--- src/hdl/ram_params.svh ---
`ifndef RAM_PARAMS_SVH
`define RAM_PARAMS_SVH

// --------------------
// SRAM and bus widths
// --------------------
`define RAM_ADRS_WIDTH 19		// 512K x 8 part
`define RAM_DQ_WIDTH 8
`define UFI_BUS_WIDTH 8			// Byte wide UFI slave
`define BUS_ADRS_BIT 32

// --------------------
// Queue and strobe timing
// --------------------
`define RAM_FIFO_DEPTH 8		// Command slots
`define RAM_STROBE_CYCLES 2		// Enables low this long per access

// Top address byte of this block on USI
`define RAM_BLOCK_MAP 8'h06

`endif

--- src/hdl/ramPkg.sv ---
`include "ram_params.svh"

package ramPkg;

	// --------------------
	// UFI side
	// --------------------

	// Queued command, the FIFO payload
	typedef struct packed
	{
		logic							isRead;	// High read, low write
		logic [`RAM_ADRS_WIDTH-1:0]		adrs;	// SRAM byte address
		logic [`UFI_BUS_WIDTH-1:0]		wd;		// Write byte, unused on reads
	} ufiReqT;

	// Read return toward the master
	typedef struct packed
	{
		logic [`UFI_BUS_WIDTH-1:0]		rd;
		logic							rEd;	// One pulse per read
	} ufiRspT;

	// --------------------
	// SRAM pins
	// --------------------
	typedef struct packed
	{
		logic [`RAM_ADRS_WIDTH-1:0]		adrs;
		logic							oe;		// Active low
		logic							we;		// Active low
		logic							ce;		// Active low
	} memCtlT;

	// USI slave cycle
	typedef struct packed
	{
		logic [31:0]					wd;
		logic [`BUS_ADRS_BIT-1:0]		adrs;	// Top byte is the block map
		logic							wCke;	// High write, low read
	} usiReqT;

endpackage

--- src/hdl/ramCsr.sv ---
`timescale 1ns/10ps
`include "ram_params.svh"

module ramCsr
(
	input	logic				sysClk,
	input	logic				reset,
	// USI slave
	input	ramPkg::usiReqT		usiReq,
	output	logic [31:0]		usiRd,
	output	logic				usiREd,
	// Events from the access unit
	input	ramPkg::ufiRspT		ufiRsp,
	input	logic				writeDone
);

	logic [`UFI_BUS_WIDTH-1:0]	lastRd;		// Reg 0
	logic [31:0]				readCount;	// Reg 1
	logic [31:0]				writeCount;	// Reg 2
	logic [31:0]				scratch;	// Reg 3
	logic						blockSel;
	logic [1:0]					regSel;
	logic [31:0]				regMux;

	// --------------------
	// Decode
	// --------------------
	assign blockSel = (usiReq.adrs[`BUS_ADRS_BIT-1 -: 8] == `RAM_BLOCK_MAP);
	assign regSel = usiReq.adrs[3:2];	// Word select

	always_comb
	begin
		case (regSel)
			2'd0:		regMux = 32'(lastRd);	// Zero extended
			2'd1:		regMux = readCount;
			2'd2:		regMux = writeCount;
			default:	regMux = scratch;
		endcase
	end

	// --------------------
	// Registers
	// --------------------
	always_ff @(posedge sysClk)
	begin
		if (reset)
		begin
			lastRd <= '0;
			readCount <= '0;
			writeCount <= '0;
			scratch <= '0;
		end
		else
		begin
			if (ufiRsp.rEd)
			begin
				lastRd <= ufiRsp.rd;
				readCount <= readCount + 1'b1;
			end
			if (writeDone)
				writeCount <= writeCount + 1'b1;
			// Only the scratch word takes USI writes
			if (blockSel && usiReq.wCke && (regSel == 2'd3))
				scratch <= usiReq.wd;
		end
	end

	// Read return one cycle after the request
	always_ff @(posedge sysClk)
	begin
		if (reset)
		begin
			usiRd <= '0;
			usiREd <= 1'b0;
		end
		else
		begin
			usiREd <= blockSel && !usiReq.wCke;
			if (blockSel && !usiReq.wCke)
				usiRd <= regMux;
		end
	end

endmodule

--- config.mk ---
export PLATFORM = sky130hd
export DESIGN_NAME = ramCsr
export DESIGN_NICKNAME = d
export VERILOG_FILES = /design/src/hdl/ramPkg.sv /design/src/hdl/ramCsr.sv
export VERILOG_INCLUDE_DIRS = /design/src /design/src/hdl
export SDC_FILE = /design/constraint.sdc
export NUM_CORES = 1
export LEC_CHECK = 0
export ABC_CLOCK_PERIOD_IN_PS = 3850
export BUFFER_PORTS_ARGS = -buffer_cell sky130_fd_sc_hd__buf_4
export CORE_ASPECT_RATIO = 0.5
export CORE_MARGIN = 1
export CORE_UTILIZATION = 60
export DETAILED_ROUTE_END_ITERATION = 10
export PLACE_DENSITY_LB_ADDON = 0.15
export SLEW_MARGIN = 20
export SYNTH_ARGS = -nofsm -noshare
export SYNTH_HDL_FRONTEND = slang
export SYNTH_SLANG_ARGS = --single-unit
--- constraint.sdc ---
create_clock -name sysClk -period 3.85 [get_ports sysClk]
set_input_delay 0.385 -clock sysClk [delete_from_list [all_inputs] [get_ports sysClk]]
set_output_delay 0.385 -clock sysClk [all_outputs]
set_load 0.05 [all_outputs]
==> flow_summary.json, run 1 <==
{
  "yosysWarnings": 0,
  "vias": 5519,
  "most-common-layout-cells": "dfxtp_1, buf_4, nor2_1, a21oi_1, nand2_1",
  "outcome": "complete, no violations",
  "place_hpwl_um": 10220,
  "leakage_nw": 2.951,
  "m1WireLength_um": 6784,
  "synth_seq_area_share": 0.4455,
  "rsz0062_at_grt": "false",
  "ys_types": 37,
  "drc": 0,
  "clockBufferDepth": 2,
  "wl_met2_um": 7390,
  "overflow": 0,
  "finalNonFillerCells": 883,
  "post_cts_buffers": 0,
  "via_per_inst": 6.250,
  "wirelength_um": 15560,
  "clk_latency_ps": 420,
  "dr_wl_met3_um": 991,
  "dp.cells": 851,
  "grt_pass1_wl_um": 25280,
  "crit_arrival_ps": 2730,
  "globalplace.congestion": 0.8788,
  "synth_cells": 671,
  "layout_commonest_cell": "dfxtp_1",
  "fin_nets": 814,
  "core_mm2": 0.009697,
  "start_util": 0.6348,
  "hold_class": "in -> reg",
  "areaGrowthSynthToFinish_pct": 21.44,
  "stdcell_area_mm2": 0.007476,
  "synth_edf_count": 0,
  "antenna_cells": 0,
  "highest_layer": "met4",
  "antenna_found_initial": 0,
  "clock.fmax_ghz": 0.4197,
  "cp_max_fo": 15,
  "hold_buffers": 0,
  "cts.sinks": 137,
  "criticalPathCategory": "reg -> reg",
  "period_minus_slack_ps": 2383,
  "die_h_um": 73.63,
  "die_area_mm2": 0.01069,
  "hold_viol": 0,
  "drv_slew": 0,
  "cp-end-kind": "register",
  "root_buffer": "clkbuf_16",
  "clkTransAtPathRegs_ps": 60,
  "firstDrtPassIters": 5,
  "avgSynthCellArea_um2": 9.174,
  "ys_async_sr_fraction": 0,
  "rows": 25,
  "p_per_area_mw_per_mm2": 449.0,
  "grt_max_degree": 68,
  "track_usage": 0.3050,
  "peakVddDrop_mv": 0.3366,
  "cts.repair.resized": 0,
  "syn-num-nets": 750,
  "drtIter0Drc": 411,
  "tns_ps": 0,
  "grt_pass1_vias": 5207,
  "tightestPinTransition_ps": 795.8,
  "numCtsBuffers": 17,
  "slew_headroom": 0.4684,
  "synth_flop_cell": "dfxtp_1",
  "ys_seq_elements": 137,
  "final-setup-viol-count": 0,
  "drtAntennaViolNets": 0,
  "clock_skew_ps": 7.033,
  "worstPathRequired_ps": 4200,
  "portBuffers": 87,
  "wl_per_cell_um": 17.62,
  "period_share": 0.6189,
  "layout-drive-gt1-share": 0.2152,
  "start_kind": "register",
  "total_power_w": 0.003357,
  "placed_cell_area_mm2": 0.006818,
  "die_w_um": 145.2,
  "syn-cell-area_mm2": 0.006156,
  "h-tree-depth": 4,
  "pin_count": 110,
  "worst_hold_slack_ps": 198.1,
  "cts_tree": "built",
  "maxCapViolCount": 0
}
-- worst paths after layout --
path                          to           from  cells after the start  slack [ps]
setup / recovery  writeCount[24]  writeCount[0]                      5        1470
hold / removal        scratch[3]     usiReq[36]                      3         200
setup reg to reg  writeCount[24]  writeCount[0]                      5        1470
hold reg to reg         usiRd[2]       usiRd[2]                      2         470
-- routing by layer --
layer	up-vias	global-route usage
met5	-	0
met1	2655	0.3733
met2	208	0.5246
met4	0	0.1520
li1	2615	-
met3	41	0.06398
-- flip-flops by register name (all words and copies together) (netlist names) --
signal / count
lastRd: 8
usiREd: 1
writeCount: 32
scratch: 32
readCount: 32
usiRd: 32
-- cells in the mapped netlist, drive strengths merged, types with 12 or more instances --
master / instances / share of area
nor3: 26 / 0.021
or3: 12 / 0.012
a21oi: 47 / 0.038
nand2: 43 / 0.026
nand4: 20 / 0.022
a221oi: 24 / 0.034
dfxtp: 137 / 0.45
mux2i: 42 / 0.068
clkbuf: 35 / 0.021
o31ai: 28 / 0.034
or4: 33 / 0.042
o21ai: 15 / 0.012
nand3: 18 / 0.015
mux2: 21 / 0.038
nor2: 90 / 0.055
-- per-stage QoR --
step	utilization	setup slack [ps]
after floorplan	-	1879
after global placement	0.7031	1274
after detailed placement	0.7031	1237
after CTS	0.7702	1505
after global routing	0.7710	1322
final	0.7710	1467
-- area by class of cell --
class | instances | area, µm²
inverters | 7 | 26.28
flip-flops and latches | 137 | 2743
repair buffers | 92 | 690.7
well taps | 135 | 168.9
fillers | 690 | 2221
clock buffers | 18 | 429.2
clock inverters | 14 | 221.5
multi-input cells | 480 | 3197
-- power breakdown --
group          switching, W  internal [W]
clock              0.000633       0.00115
sequential        0.0000111       0.00143
combinational     0.0000678     0.0000622
total              0.000712       0.00264
-- cell families after synthesis --
group / count (synthesis) / synth area share
AO/OA/AOI/OAI: 114 / 0.1187
XOR/XNOR: 22 / 0.03130
adder cells (fa/ha/maj): 2 / 0.004064
buffers and inverters: 54 / 0.03720
flip-flops: 137 / 0.4455
multiplexers: 71 / 0.1360
AND/OR/NAND/NOR: 271 / 0.2272
-- critical path, stage by stage (launching register included) --
cell and delay, ps:
dfxtp_1 470, ha_1 250, nand4_2 230, or4_4 690
or4_1 530, a21oi_1 140
Note: power is estimated with default switching activity, not from simulation.
==> run 2: changes to the inputs <==
Settings changed: ABC_AREA set to 1, ABC_CLOCK_PERIOD_IN_PS 3850 to 2350, CORE_UTILIZATION 60 to 56.
Clock period 3.85 ns to 2.35 ns, I/O delays scaled along.
==> flow_summary.json, run 2 <==
{
  "outcome": "complete, no violations",
  "wirelength_um": 17990,
  "layout_commonest_cell": "nand2_1",
  "netlist.area_leader.share": 0.4175,
  "crit_top_cell": "nand2_2",
  "syn-cell-area_mm2": 0.006569,
  "final-setup-viol-count": 0,
  "wl_per_cell_um": 14.80,
  "hold_buffers": 0,
  "syn-num-nets": 1049,
  "cp-end-kind": "register",
  "start_kind": "register",
  "overflow": 0,
  "synth_seq_area_share": 0.4175,
  "avgSynthCellArea_um2": 6.772,
  "leakage_nw": 3.061,
  "hold_viol": 0,
  "globalplace.congestion": 0.9346,
  "core_mm2": 0.01122,
  "cts.sinks": 137,
  "path_cells": "ha_1 -> nand2_2 -> nor2_4 -> nand2_2 -> nor2_2 -> nand2_1 -> o21ai_1 -> nor2_1",
  "peakVddDrop_mv": 0.3812,
  "nFillCells": 990,
  "pin_count": 110,
  "synth_edf_count": 0,
  "yosys-top-cells-count": "nand2_1, dfxtp_1, a21oi_1",
  "cpPeakStageDelay_ps": 370,
  "drc": 0,
  "p_per_area_mw_per_mm2": 652.8,
  "criticalPathCategory": "reg -> reg",
  "root_buffer": "clkbuf_16",
  "die_w_um": 155.2,
  "clock_skew_ps": 10.18,
  "cp_slowest_cell": "dfxtp_1",
  "synth_most_common_cell": "nand2_1",
  "worst-path-buf-inv": 0,
  "rows": 27,
  "numCtsBuffers": 17,
  "start_util": 0.5857,
  "crit_arrival_ps": 1940,
  "period_minus_slack_ps": 1630,
  "clkTransAtPathRegs_ps": 60,
  "synth.top_cells.by_area": "dfxtp_1, nand2_1, a21oi_1",
  "tightestPinTransition_ps": 544.3,
  "fin_nets": 1122,
  "clockBufferDepth": 2,
  "synth_cells": 970,
  "finalNonFillerCells": 1215,
  "grt_pass1_wl_um": 28900,
  "yosysWarnings": 0,
  "slew_headroom": 0.6371,
  "clk_latency_ps": 420,
  "maxCapViolCount": 0,
  "dp_slack_ps": 624.2,
  "setup.worst_path.start": "readCount[0]",
  "rsz0062_at_grt": "false",
  "min-delay-start": "ufiRsp[6]",
  "antenna_cells": 0,
  "multi_input_comb_area_mm2": 0.003297,
  "grt_max_degree": 92,
  "worstReg2RegStart": "readCount[0]",
  "synth_flop_cell": "dfxtp_1",
  "period_share": 0.6935,
  "worst_hold_slack_ps": 33.87,
  "ys_types": 30,
  "antenna_found_initial": 0,
  "clock.fmax_ghz": 0.6136,
  "die_area_mm2": 0.01219,
  "regArea_mm2": 0.002743,
  "cts_tree": "built",
  "grt_pass1_vias": 5945,
  "ys_seq_elements": 137,
  "vias": 6749,
  "h-tree-depth": 4,
  "hold_class": "in -> reg",
  "layout-drive-gt1-share": 0.1572,
  "most-common-layout-cells": "nand2_1, dfxtp_1, a21oi_1, nor2_1, buf_4",
  "firstDrtPassIters": 6,
  "tns_ps": 0,
  "total_power_w": 0.005131,
  "worstPathRequired_ps": 2660,
  "drtIter0Drc": 605,
  "track_usage": 0.3048,
  "dp.cells": 1183,
  "critical-path-top-delay-family": "simple AND/OR/NAND/NOR gates",
  "via_per_inst": 5.555,
  "setup_ws_ps": 720.4,
  "drv_slew": 0,
  "cp_max_fo": 6,
  "portBuffers": 87,
  "die_h_um": 78.59,
  "post_cts_buffers": 0,
  "place_hpwl_um": 12690,
  "ys_async_sr_fraction": 0,
  "yosys.area.top_type": "dfxtp_1",
  "cts.repair.resized": 0,
  "drtAntennaViolNets": 0,
  "areaGrowthSynthToFinish_pct": 19.66
}
-- run 2: cell count changes after synthesis, moves of 32 or more --
| cell | change |
|---|---|
| mux2i_1 | -42 |
| nor2_1 | +35 |
| nand3_1 | +32 |
| inv_1 | +76 |
| nand2_1 | +166 |
| a21oi_1 | +88 |
| o21ai_0 | +34 |
-- run 2: path summary, 6_finish.rpt --
| path | to | slack, ps | depth (start not counted) |
|---|---|---|---|
| setup / recovery | readCount[16] | 720 | 8 |
| hold / removal | lastRd[5] | 30 | 3 |
| setup reg to reg | readCount[16] | 720 | 8 |
| hold reg to reg | scratch[21] | 460 | 2 |
-- run 2: where the power goes --
part | internal (W) | switching, W
logic | 0.0000978 | 0.000156
registers | 0.00234 | 0.0000115
clock network | 0.00146 | 0.00107
-- run 2: final cells by class --
cell class / instances / area share
inverter: 87 / 0.04155
timing repair buffer: 97 / 0.09424
clock buffer: 18 / 0.05460
tap: 159 / 0.02531
sequential: 137 / 0.3489
multi-input combinational: 703 / 0.4195
clock inverter: 14 / 0.01592
-- run 2: kinds of logic after synthesis --
family                   Yosys count  share of synthesized area
adder cells (fa/ha/maj)            2                   0.003809
buffers and inverters            130                    0.08057
XOR/XNOR                           1                   0.001334
flip-flops                       137                     0.4175
AND/OR/NAND/NOR                  474                     0.3206
AO/OA/AOI/OAI                    226                     0.1762
-- run 2: per-layer routing --
layer,global-route usage,share of wire,vias up
li1,-,-,3361
met1,0.4203,0.48,3087
met2,0.4658,0.43,270
met3,0.07951,0.077,31
met4,0.09307,0.016,0
met5,0,0,-
-- run 2: worst register-to-register path, delay by kind of cell, from the launching register on --
kind / cells / cell delay [ps]
AOI/OAI and AO/OA: 1 / 130
adders and majority gates: 1 / 220
DFF: 1 / 370
and+or+nand+nor: 6 / 800
-- run 2: metrics by stage --
stage          instance area [µm²]  utilization
2_1_floorplan                 6569            -
3_3_place_gp                  7306       0.6514
3_5_place_dp                  7306       0.6514
5_1_grt                       7860       0.7008
6_report                      7860       0.7008
4_1_cts                       7860       0.7008
==> run 3: changes to the inputs <==
Settings changed: ABC_CLOCK_PERIOD_IN_PS 2350 to 1500.
Clock period 2.35 ns to 1.5 ns, I/O delays scaled along.
==> flow_summary.json, run 3 (synthesis gave the netlist of run 2 again) <==
{
  "crit_arrival_ps": 1770,
  "fin_nets": 1153,
  "tightestPinTransition_ps": 536.2,
  "cp-end-kind": "register",
  "clockBufferDepth": 2,
  "use_met3": 0.06681,
  "track_usage": 0.3224,
  "start_util": 0.5857,
  "die_area_mm2": 0.01219,
  "placed_cell_area_mm2": 0.007473,
  "maxCapViolCount": 0,
  "core_mm2": 0.01122,
  "min-delay-start": "usiReq[54]",
  "hold_viol": 0,
  "holdPathStages": 3,
  "nFillCells": 889,
  "rrSetupSlack_ps": 40,
  "wl_per_cell_um": 15.49,
  "cts.sinks": 137,
  "place_hpwl_um": 13190,
  "portBuffers": 87,
  "overflow": 0,
  "met1_usage": 0.4402,
  "top_usage_layer": "met2",
  "grt_pass1_wl_um": 30500,
  "drv_slew": 0,
  "worstReg2RegStart": "writeCount[2]",
  "final-setup-viol-count": 0,
  "pin_count": 110,
  "h-tree-depth": 4,
  "layout-drive-gt1-share": 0.2037,
  "peakVddDrop_mv": 0.8310,
  "antenna_cells": 0,
  "drc": 0,
  "clock.fmax_ghz": 0.6839,
  "period_minus_slack_ps": 1462,
  "utilization": 0.7448,
  "clock_skew_ps": 8.734,
  "wirelength_um": 19270,
  "layout_commonest_cell": "nand2_1",
  "cts_tree": "built",
  "via_per_inst": 5.627,
  "globalplace.congestion": 0.9435,
  "p_per_area_mw_per_mm2": 973.9,
  "leakage_nw": 3.271,
  "criticalPathCategory": "reg -> reg",
  "worst_hold_slack_ps": 11.23,
  "antenna_found_initial": 0,
  "root_buffer": "clkbuf_16",
  "whs_endpoint": "scratch[21]",
  "vias": 7000,
  "clkTransAtPathRegs_ps": 60,
  "start_kind": "register",
  "drtAntennaViolNets": 0,
  "worstPathRequired_ps": 1810,
  "areaGrowthSynthToFinish_pct": 27.16,
  "drtIter0Drc": 666,
  "most-common-layout-cells": "nand2_1, a21oi_1, dfxtp_1, buf_4, nor2_1",
  "rr_worst_depth": 7,
  "clk_latency_ps": 420,
  "rsz0062_at_grt": "true",
  "firstDrtPassIters": 5,
  "slew_headroom": 0.6425,
  "numCtsBuffers": 17,
  "hold_class": "in -> reg",
  "outcome": "complete, no violations",
  "die_w_um": 155.2,
  "period_share": 0.9748,
  "timing.rr.end": "writeCount[19]",
  "rows": 27,
  "grt_max_degree": 55,
  "grt_pass1_vias": 6334,
  "stdcell_area_mm2": 0.008353,
  "die_h_um": 78.59,
  "cp_max_fo": 5,
  "use_met2": 0.5000
}
run 3: cell count changes in the layout (fill, tap and decap cells not counted), sizes merged:
cell / before / now
buf: 97 / 117
dlygate4sd3: 0 / 10
clkbuf: 18 / 22
clkinv: 8 / 6
clkinvlp: 3 / 1
inv: 89 / 87
nor2: 148 / 149
run 3: worst max-delay path by stage:
| stage | start | end | slack (ps) | cells after the start |
|---|---|---|---|---|
| 3_5_place_dp | writeCount[0] | writeCount[30] | -30 | 8 |
| 6_report | writeCount[2] | writeCount[19] | 40 | 7 |
| 4_1_cts | writeCount[0] | writeCount[18] | -4 | 8 |
| 5_1_grt | readCount[6] | readCount[28] | -50 | 8 |
| 3_3_place_gp | writeCount[0] | writeCount[30] | 40 | 8 |
| 2_1_floorplan | readCount[0] | readCount[16] | 160 | 8 |
run 3: stage by stage:
step / setup TNS [ps] / worst slack, ps / std cells / total power (W)
after global routing: -202.5 / -46.72 / 1244 / 0.008343
after global placement: 0 / 41.71 / 1202 / 0.004165
final: 0 / 37.87 / 1244 / 0.008135
after CTS: -3.549 / -3.549 / 1242 / 0.008108
after detailed placement: -54.19 / -33.67 / 1202 / 0.004172
after floorplan: 0 / 158.5 / 970 / 0.003965
run 3: area by class of cell:
cell class,instances,area (µm²),share of cell area
inverters,87,326.6,0.03910
repair buffers,127,1016,0.1216
multi-input cells,704,3501,0.4191
well taps,159,198.9,0.02382
clock buffers,22,484.2,0.05797
flip-flops and latches,137,2755,0.3298
clock inverters,8,71.32,0.008538
run 3: worst max-delay path, cell delays in order, from the launching register on:
cell and delay (ps):
dfxtp_1 400, nand2_1 140, nor2_2 210, nand3_1 180, nor2_2 220, nand3_1 90, nand2_1 70, nor2_1 40
run 3: repair_timing:
item	4_1_cts	5_1_grt
setup endpoints to repair	7	36
pin swaps	0	7
hold buffers	10	0
resized for setup	7	51
setup buffers	0	1
endpoints found under the hold margin	10	0
gates cloned	0	1
run 3: per-layer routing:
metal  share of wire  vias to the layer above
met4           0.022                        0
li1                -                     3417
met2            0.44                      350
met3           0.090                       38
met5               0                        -
met1            0.45                     3195
run 3: power breakdown:
group	internal (W)	switching (W)
Sequential	0.00367	0.0000219
Combinational	0.000188	0.000261
Clock	0.00242	0.00157
Total	0.00628	0.00185
